File: config.mk
export PLATFORM = sky130hd
export DESIGN_NAME = video_post_top
export DESIGN_NICKNAME = d
export VERILOG_FILES = /design/src/logic/video_pkg.sv /design/src/logic/frame_handshake.sv /design/src/logic/pixel_path.sv /design/src/logic/sync_delay_line.sv /design/src/logic/video_post_top.sv /design/src/logic/video_timing_gen.sv
export SDC_FILE = /design/constraint.sdc
export NUM_CORES = 1
export LEC_CHECK = 0
export BUFFER_PORTS_ARGS = -buffer_cell sky130_fd_sc_hd__buf_2
export CAP_MARGIN = 20
export CORE_UTILIZATION = 50
export DETAILED_ROUTE_END_ITERATION = 16
export MAX_ROUTING_LAYER = met4
export PLACE_DENSITY = 0.89
export SYNTH_ARGS = -nofsm -noshare
export SYNTH_HDL_FRONTEND = slang
export SYNTH_HIERARCHICAL = 1
export SYNTH_SLANG_ARGS = --single-unit
File: constraint.sdc
create_clock -name o_post_clk -period 1.45 [get_ports o_post_clk]
set_input_delay 0.145 -clock o_post_clk [delete_from_list [all_inputs] [get_ports o_post_clk]]
set_output_delay 0.145 -clock o_post_clk [all_outputs]
set_load 0.01 [all_outputs]
File: src/logic/video_pkg.sv
package video_pkg;

    // reduced frame, order per line is active, front porch, sync, back porch
    localparam int H_ACTIVE = 16;
    localparam int H_FP     = 2;
    localparam int H_SYNC   = 3;
    localparam int H_BP     = 3;
    localparam int H_TOTAL  = H_ACTIVE + H_FP + H_SYNC + H_BP;

    localparam int V_ACTIVE = 4;   // lines
    localparam int V_FP     = 1;
    localparam int V_SYNC   = 2;
    localparam int V_BP     = 1;
    localparam int V_TOTAL  = V_ACTIVE + V_FP + V_SYNC + V_BP;

    localparam int H_CNT_W  = $clog2(H_TOTAL);
    localparam int V_CNT_W  = $clog2(V_TOTAL);

    // raw sync to o_post, then o_post to display
    localparam int IN_DELAY    = 5;
    localparam int OUT_DELAY   = 11;
    localparam int TOTAL_DELAY = IN_DELAY + OUT_DELAY;

    typedef struct packed {
        logic hs;   // active low
        logic vs;   // active low
        logic de;
    } sync_t;

    localparam sync_t SYNC_IDLE = '{hs: 1'b1, vs: 1'b1, de: 1'b0};

    typedef struct packed {
        logic [4:0] r;
        logic [5:0] g;
        logic [4:0] b;
    } rgb565_t;

    typedef struct packed {
        logic    valid;
        rgb565_t data;
    } fb_pix_t;

    typedef struct packed {
        sync_t      sync;
        logic [7:0] r;
        logic [7:0] g;
        logic [7:0] b;
    } disp_t;

endpackage

File: src/logic/frame_handshake.sv
`timescale 1ns/1ns

module frame_handshake (
    input  logic o_post_clk,
    input  logic rst_n,
    input  logic i_finish,
    input  logic i_post_vs,
    output logic o_post_camvs
);

    typedef enum logic [3:0] {
        ST_WAIT_VS_LOW   = 4'b0001,
        ST_WAIT_VS_HIGH  = 4'b0010,
        ST_WAIT_VS_LOW2  = 4'b0100,
        ST_WAIT_FINISH   = 4'b1000
    } state_t;

    state_t state;
    state_t state_nxt;

    always_comb
    begin
        state_nxt = state;
        unique case (state)
            ST_WAIT_FINISH:
                if (i_finish)
                    state_nxt = ST_WAIT_VS_LOW;
            ST_WAIT_VS_LOW:
                if (!i_post_vs)
                    state_nxt = ST_WAIT_VS_HIGH;   // start of the camera frame
            ST_WAIT_VS_HIGH:
                if (i_post_vs)
                    state_nxt = ST_WAIT_VS_LOW2;
            ST_WAIT_VS_LOW2:
                if (!i_post_vs)
                    state_nxt = ST_WAIT_FINISH;
            default:
                state_nxt = ST_WAIT_FINISH;
        endcase
    end

    always_ff @(posedge o_post_clk or negedge rst_n)
    begin
        if (!rst_n)
            state <= ST_WAIT_FINISH;
        else
            state <= state_nxt;
    end

    // high for exactly one display frame
    assign o_post_camvs = (state == ST_WAIT_VS_HIGH) || (state == ST_WAIT_VS_LOW2);

    a_state_onehot: assert property (
        @(posedge o_post_clk) disable iff (!rst_n)
        $onehot(state)
    );

endmodule

File: src/logic/pixel_path.sv
`timescale 1ns/1ns

module pixel_path
    import video_pkg::*;
(
    input  logic    o_post_clk,
    input  logic    rst_n,
    input  fb_pix_t i_fb_pix,
    input  rgb565_t i_post_data,
    input  sync_t   i_disp_sync,
    output rgb565_t o_post_data,
    output disp_t   o_disp
);

    rgb565_t pix_q;

    // invalid frame buffer words go out as black
    assign o_post_data = i_fb_pix.valid ? i_fb_pix.data : '0;

    always_ff @(posedge o_post_clk or negedge rst_n)
    begin
        if (!rst_n)
            pix_q <= '0;
        else
            pix_q <= i_post_data;
    end

    always_comb
    begin
        o_disp.sync = i_disp_sync;
        if (i_disp_sync.de)
        begin
            // 565 to 888, zeros below
            o_disp.r = {pix_q.r, 3'b000};
            o_disp.g = {pix_q.g, 2'b00};
            o_disp.b = {pix_q.b, 3'b000};
        end
        else
        begin
            o_disp.r = '0;   // blanking
            o_disp.g = '0;
            o_disp.b = '0;
        end
    end

endmodule

File: src/logic/sync_delay_line.sv
`timescale 1ns/1ns

module sync_delay_line #(
    parameter type T         = logic,
    parameter int  DEPTH     = 2,
    parameter T    RESET_VAL = '0
)(
    input  logic o_post_clk,
    input  logic rst_n,
    input  T     i_data,
    output T     o_data
);

    T taps [DEPTH];

    always_ff @(posedge o_post_clk or negedge rst_n)
    begin
        if (!rst_n)
        begin
            for (int i = 0; i < DEPTH; i++)
                taps[i] <= RESET_VAL;
        end
        else
        begin
            taps[0] <= i_data;
            for (int i = 1; i < DEPTH; i++)
                taps[i] <= taps[i - 1];
        end
    end

    assign o_data = taps[DEPTH - 1];   // DEPTH cycles late

    // shorter chains would be a plain register
    a_min_depth: assert property (
        @(posedge o_post_clk) DEPTH >= 2
    );

endmodule

File: src/logic/video_post_top.sv
`timescale 1ns/1ns

module video_post_top
    import video_pkg::*;
(
    input  logic    o_post_clk,
    input  logic    rst_n,
    input  logic    i_finish,
    input  fb_pix_t i_fb_pix,
    input  rgb565_t i_post_data,
    output logic    o_post_vs,
    output logic    o_post_de,
    output rgb565_t o_post_data,
    output disp_t   o_disp,
    output logic    o_post_camvs
);

    sync_t raw_sync;
    sync_t post_sync;
    sync_t disp_sync;

    video_timing_gen timing_i (
        .o_post_clk (o_post_clk),
        .rst_n      (rst_n),
        .o_sync     (raw_sync)
    );

    // aligns sync with the processed pixels
    sync_delay_line #(.T(sync_t), .DEPTH(IN_DELAY), .RESET_VAL(SYNC_IDLE)) post_dly_i (
        .o_post_clk (o_post_clk),
        .rst_n      (rst_n),
        .i_data     (raw_sync),
        .o_data     (post_sync)
    );

    assign o_post_vs = post_sync.vs;
    assign o_post_de = post_sync.de;

    // further delay up to the display
    sync_delay_line #(.T(sync_t), .DEPTH(OUT_DELAY), .RESET_VAL(SYNC_IDLE)) disp_dly_i (
        .o_post_clk (o_post_clk),
        .rst_n      (rst_n),
        .i_data     (post_sync),
        .o_data     (disp_sync)
    );

    pixel_path pixel_i (
        .o_post_clk  (o_post_clk),
        .rst_n       (rst_n),
        .i_fb_pix    (i_fb_pix),
        .i_post_data (i_post_data),
        .i_disp_sync (disp_sync),
        .o_post_data (o_post_data),
        .o_disp      (o_disp)
    );

    frame_handshake handshake_i (
        .o_post_clk   (o_post_clk),
        .rst_n        (rst_n),
        .i_finish     (i_finish),
        .i_post_vs    (post_sync.vs),
        .o_post_camvs (o_post_camvs)
    );

endmodule

File: src/logic/video_timing_gen.sv
`timescale 1ns/1ns

module video_timing_gen
    import video_pkg::*;
(
    input  logic  o_post_clk,
    input  logic  rst_n,
    output sync_t o_sync
);

    logic [H_CNT_W-1:0] h_cnt;
    logic [V_CNT_W-1:0] v_cnt;
    logic               h_last;
    logic               v_last;
    sync_t              sync_nxt;

    assign h_last = (h_cnt == H_CNT_W'(H_TOTAL - 1));
    assign v_last = (v_cnt == V_CNT_W'(V_TOTAL - 1));

    // counters start on the first active pixel of line 0
    always_ff @(posedge o_post_clk or negedge rst_n)
    begin
        if (!rst_n)
        begin
            h_cnt <= '0;
            v_cnt <= '0;
        end
        else
        begin
            if (h_last)
            begin
                h_cnt <= '0;
                v_cnt <= v_last ? '0 : v_cnt + 1'b1;
            end
            else
            begin
                h_cnt <= h_cnt + 1'b1;
            end
        end
    end

    always_comb
    begin
        sync_nxt.de = (h_cnt < H_CNT_W'(H_ACTIVE)) && (v_cnt < V_CNT_W'(V_ACTIVE));
        sync_nxt.hs = !((h_cnt >= H_CNT_W'(H_ACTIVE + H_FP)) &&
                        (h_cnt <  H_CNT_W'(H_ACTIVE + H_FP + H_SYNC)));
        sync_nxt.vs = !((v_cnt >= V_CNT_W'(V_ACTIVE + V_FP)) &&
                        (v_cnt <  V_CNT_W'(V_ACTIVE + V_FP + V_SYNC)));
    end

    always_ff @(posedge o_post_clk or negedge rst_n)
    begin
        if (!rst_n)
            o_sync <= SYNC_IDLE;
        else
            o_sync <= sync_nxt;   // one cycle behind the counters
    end

    // no active pixels inside the vertical sync
    a_de_outside_vs: assert property (
        @(posedge o_post_clk) disable iff (!rst_n)
        o_sync.de |-> o_sync.vs
    );

endmodule

==> results of run 1 <==
registers in the layout, indices dropped and copies added (netlist names):
register and cells:
post_dly_i/taps 12, post_dly_i/o_data 3, timing_i/o_sync 3, timing_i/v_cnt 3, timing_i/h_cnt 5, pixel_i/pix_q 16
handshake_i/state 4, disp_dly_i/o_data 3, disp_dly_i/taps 30
layer usage:
layer  global-route usage  part of all wire  up-vias
li1                     -                 -      708
met5                    -                 0        -
met2                0.337              0.52       82
met1                0.175              0.39      758
met3               0.0608             0.075        6
met4               0.0617             0.015        0
power breakdown:
part	internal [mW]	switching, mW
sequential	2.26	0.0499
clock	0.803	0.748
combinational	0.168	0.153
repair_timing:
item,4_1_cts,5_1_grt
setup buffers,0,1
endpoints found under the hold margin,68,0
hold buffers,17,0
gates resized for setup,0,2
setup endpoints to repair,0,17
cells in the final DEF, fill, tap and decap left out, types with 3 or more instances in the layout:
cell	n
nand3b_1	3
nand2_1	3
buf_2	72
nor2b_1	3
dlygate4sd3_1	17
buf_4	4
and2_2	15
dfrtp_1	42
clkbuf_8	9
nor2_1	3
dfstp_2	35
and2_1	19
ha_1	4
conb_1	8
clkinvlp_4	3
worst max path at each step:
| stage | startpoint | to |
|---|---|---|
| after floorplan | timing_i/v_cnt[0] | timing_i/v_cnt[2] |
| after global placement | timing_i/v_cnt[0] | timing_i/v_cnt[2] |
| after detailed placement | timing_i/v_cnt[0] | timing_i/v_cnt[2] |
| after CTS | disp_dly_i/o_data[0] | o_disp[6] |
| after global routing | handshake_i/state[2] | o_post_camvs |
| final | disp_dly_i/o_data[0] | o_disp[20] |
worst min-delay path, cell delays in order:
cell and delay (ns):
buf_2 0.10, nand3b_1 0.07, a211oi_1 0.06
metrics by stage:
| stage | setup slack, ns | hold WS (ns) | power, mW |
|---|---|---|---|
| CTS | 0.0537 | 0.0676 | 4.24 |
| detailed placement | 0.160 | 0.0556 | 2.63 |
| global route | 0.000843 | 0.0789 | 4.39 |
| floorplan | 0.209 | -0.151 | 2.49 |
| finish | 0.101 | 0.0861 | 4.19 |
| global placement | 0.195 | 0.0486 | 2.62 |
cell type report:
class                   count  area (sq um)
inverters                   1          3.75
well taps                  70          87.6
repair buffers             94           581
multi-input cells          80           568
fillers                   340          1710
flip-flops and latches     79          2020
clock buffers              10           128
clock inverters             6          70.1
cells by family (layout without fill, tap and decap cells):
group	after synthesis	after routing	share of synthesized area
flops	79	79	0.744
buf+inv	20	111	0.0567
simple gates	55	55	0.137
other cells	1	8	0.00138
xor+xnor	3	3	0.00967
compound gates	5	5	0.0101
fa+ha+maj	4	4	0.0184
mux	5	5	0.0230
==> impl_metrics.json, run 1 <==
{
  "crit_family": "flip-flops",
  "status": "finished clean",
  "r2r_end": "timing_i/v_cnt[2]",
  "layout.nets": 305,
  "core_area_sq_um": 5170,
  "drt-pass1-iter-count": 4,
  "cts_root_buf": "clkbuf_8",
  "clkTransAtPathRegs_ns": 0.08,
  "core.rowCount": 26,
  "synth_top_area_share": 0.405,
  "synth_area_leaders": "dfrtp_1 41%, dfstp_2 34%, buf_4 4.7%",
  "cts_buffers": 9,
  "grt_pass1_vias": 1519,
  "worstHoldStart": "i_finish",
  "yosysTopAreaCell": "dfrtp_1",
  "cts_tree": "built",
  "synth-seq-cells": 79,
  "grt_pass1_wl_mm": 6.86,
  "cts_max_level": 3,
  "synth_cell_types": 29,
  "place_congestion": 0.814,
  "grt.total_usage": 0.181,
  "synthTopCellsByCount": "44 x dfrtp_1, 35 x dfstp_2, 19 x and2_1",
  "io_pins": 82,
  "whs_path_depth": 3,
  "viasPerCell": 4.57,
  "hold_path_end": "handshake_i/state[0]",
  "syn_area_per_cell_sq_um": 15.8,
  "drc": 0,
  "cp.depth": 2,
  "antenna_cells": 0,
  "hold_violations": 0,
  "crit_required_ns": 1.31,
  "critPathBufInv": 1,
  "seq_area_frac_synth": 0.744,
  "cp_cell_sequence": "and2_2 -> buf_2",
  "grt.overflow.total": 0,
  "min_period_ns": 1.35,
  "worst-r2r-cell-count": 3,
  "clk_latency_ns": 0.34,
  "dr.first_iter.drc_count": 77,
  "initial_core_util": 0.525,
  "portBuffers": 73,
  "startpoint_type": "flop",
  "finalSetupTns_ns": 0,
  "hp-class": "input pin to flop",
  "slowest_delay_ns": 0.50,
  "finalSetupViolCount": 0,
  "p_leak_nw": 1.66,
  "synthMostInstantiatedCell": "dfrtp_1",
  "cts_buffer_depth": 2,
  "skew_ns": 0.00645,
  "stdcell_count": 340,
  "drv_slew": 0,
  "final_util": 0.669,
  "crit_arrival_ns": 1.20,
  "crit_fanout": 17,
  "final_antenna_net_count": 0,
  "clock-sinks": 79,
  "drive_gt1_frac": 0.556,
  "powerDensity_nw_per_um2": 1210,
  "areaGrowthSynthToFinish_pct": 27.4,
  "finalCritPeriodShare": 0.930,
  "design_area_sq_um": 3460,
  "grt_max_degree": 31,
  "max_cap_violations": 0,
  "dieArea_sq_um": 5730,
  "rsz0062_at_grt": "false",
  "rrSetupSlack_ns": 0.15,
  "dpl_cell_area_sq_um": 3080,
  "antenna_found_initial": 0,
  "crit_path_end_kind": "output pin",
  "max_freq_mhz": 741,
  "synth_area_sq_um": 2720,
  "async_flop_share": 1.00,
  "rr_startpoint": "timing_i/v_cnt[0]",
  "hpwl_mm": 2.73,
  "drt-total-wl_mm": 4.60,
  "crit_slowest_cell": "dfrtp_2",
  "synth_edf_count": 0,
  "dp.cells": 306,
  "num_vias": 1554,
  "wire_per_inst_um": 13.5,
  "die_w_um": 75.7,
  "crit_type": "flop to output pin",
  "synth_flop_cell": "dfrtp_1",
  "ir_drop_mv": 0.542,
  "yosys_warnings": 6,
  "fp.dieH_um": 75.7,
  "post_synth_inst_count": 172
}
(Power assumes the default switching activity.)
==> run 2, diff against run 1 <==
--- a/config.mk
+++ b/config.mk
@@ -6,12 +6,14 @@
 export NUM_CORES = 1
 export LEC_CHECK = 0
 export BUFFER_PORTS_ARGS = -buffer_cell sky130_fd_sc_hd__buf_2
-export CAP_MARGIN = 20
+export CAP_MARGIN = 15
 export CORE_UTILIZATION = 50
 export DETAILED_ROUTE_END_ITERATION = 16
+export GPL_TIMING_DRIVEN = 0
 export MAX_ROUTING_LAYER = met4
 export PLACE_DENSITY = 0.89
 export SYNTH_ARGS = -nofsm -noshare
 export SYNTH_HDL_FRONTEND = slang
 export SYNTH_HIERARCHICAL = 1
 export SYNTH_SLANG_ARGS = --single-unit
+export TNS_END_PERCENT = 100
==> run 2 against run 1 <==
Net effect: sequential cell count unchanged; clock power about the same; largest cell class unchanged; hold slack better by 0.024 ns; utilization up 1.8 points; setup slack worse by 0.042 ns; combinational power up 2%.
==> impl_metrics.json, run 2 (synthesis gave the netlist of run 1 again) <==
{
  "num_vias": 1538,
  "initial_core_util": 0.525,
  "regMostFlops": "disp_dly_i/taps",
  "setup_ws_ns": 0.0583,
  "die_w_um": 75.7,
  "finalSetupViolCount": 0,
  "cts_buffers": 9,
  "viasPerCell": 4.34,
  "final_cell_mix": "72 x buf_2, 43 x dfrtp_1, 35 x dfstp_2",
  "fill_cells": 335,
  "max_cap_violations": 0,
  "cts_buffer_depth": 2,
  "drt-pass1-iter-count": 4,
  "hp-class": "input pin to flop",
  "layout_commonest_cell": "buf_2",
  "ir_drop_mv": 0.567,
  "stdcell_count": 354,
  "slew_headroom": 0.392,
  "cts_tree": "built",
  "whs_path_depth": 3,
  "wire_per_inst_um": 11.9,
  "clk_latency_ns": 0.33,
  "fp.dieH_um": 75.7,
  "skew_ns": 0.00646,
  "crit_type": "flop to output pin",
  "tightest_slew_ns": 0.912,
  "cts_max_level": 3,
  "drv_slew": 0,
  "place_ws_ns": 0.162,
  "rsz0062_at_grt": "false",
  "dr.first_iter.drc_count": 85,
  "final_antenna_net_count": 0,
  "drc": 0,
  "drive_gt1_frac": 0.567,
  "dp.cells": 322,
  "rrSetupSlack_ns": 0.14,
  "post-cts-setup-buffer-count": 0,
  "design_area_sq_um": 3550,
  "top_regs": "disp_dly_i/taps: 30 flops, pixel_i/pix_q: 16 flops, post_dly_i/taps: 12 flops",
  "crit_family": "flip-flops",
  "cts_root_buf": "clkbuf_8",
  "hold_path_end": "handshake_i/state[0]",
  "startpoint_type": "flop",
  "worst-r2r-cell-count": 3,
  "drt-total-wl_mm": 4.22,
  "hpwl_mm": 2.55,
  "total_power_mw": 4.17,
  "crit_slowest_cell": "dfrtp_2",
  "clkTransAtPathRegs_ns": 0.07,
  "portBuffers": 73,
  "grt_pass1_wl_mm": 6.49,
  "antenna_cells": 0,
  "grt_max_degree": 80,
  "finalCritPeriodShare": 0.960,
  "grt.total_usage": 0.172,
  "cp_cell_sequence": "buf_6 -> and2_2 -> buf_2",
  "status": "finished clean",
  "dpl_cell_area_sq_um": 3200,
  "core_area_sq_um": 5170,
  "areaGrowthSynthToFinish_pct": 30.8,
  "hold_violations": 0,
  "io_pins": 82,
  "clock-sinks": 79,
  "largest_reg_flops": 30,
  "powerDensity_nw_per_um2": 1170,
  "crit_required_ns": 1.31,
  "crit_arrival_ns": 1.25,
  "place_congestion": 0.832,
  "min_period_ns": 1.39,
  "max_freq_mhz": 719,
  "grt.overflow.total": 0,
  "r2r_end": "timing_i/v_cnt[2]",
  "antenna_found_initial": 0,
  "slowest_delay_ns": 0.46,
  "crit_fanout": 10,
  "finalSetupTns_ns": 0,
  "grt_pass1_vias": 1473,
  "core.rowCount": 26,
  "critPathBufInv": 2,
  "dieArea_sq_um": 5730,
  "layout.nets": 319,
  "worstHoldStart": "i_finish",
  "rr_startpoint": "timing_i/v_cnt[0]",
  "p_leak_nw": 1.74,
  "crit_path_end_kind": "output pin"
}
run 2: worst max-delay path by stage:
stage                              start                end  cells past startpoint
finish              disp_dly_i/o_data[0]          o_disp[6]                      3
global route        disp_dly_i/o_data[0]         o_disp[10]                      3
CTS                 disp_dly_i/o_data[0]          o_disp[5]                      3
detailed placement     timing_i/v_cnt[0]  timing_i/v_cnt[2]                      3
global placement                   rst_n  timing_i/h_cnt[4]                      1
floorplan              timing_i/v_cnt[0]  timing_i/v_cnt[2]                      3
run 2: worst min-delay path, stage by stage:
cell and delay, ns:
buf_2 0.11, nand3b_1 0.07, a211oi_1 0.06
run 2: repair_timing:
item | CTS | global route
hold buffers | 17 | 0
endpoints found under the hold margin | 60 | 0
setup endpoints to repair | 1 | 8
resized for setup | 0 | 1
pin swaps | 0 | 0
gates cloned | 0 | 0
run 2: final cells by class:
cell class                 instances  area, sq um  area share
multi-input combinational         80          568       0.160
clock inverter                     3         42.5      0.0120
buffer                            18          143      0.0401
clock buffer                      13          149      0.0419
inverter                           1         3.75     0.00106
tap                               70         87.6      0.0246
sequential                        79         2020       0.569
timing repair buffer              90          538       0.151
run 2: per-stage QoR:
stage,hold slack (ns),util
after global routing,0.109,0.687
after floorplan,-0.151,-
final,0.110,0.687
after detailed placement,0.254,0.618
after CTS,0.0929,0.687
after global placement,0.253,0.618
run 2: per-layer routing:
| layer | share of wire | GRT usage | wire, um |
|---|---|---|---|
| met1 | 0.43 | 0.183 | 1790 |
| met2 | 0.48 | 0.282 | 2010 |
| met3 | 0.075 | 0.0463 | 318 |
| met4 | 0.021 | 0.111 | 90 |
| met5 | 0 | - | 0 |
run 2: power breakdown:
group,internal (mW),switching (mW)
combinational,0.175,0.152
sequential,2.27,0.0478
clock,0.842,0.687
total,3.28,0.886
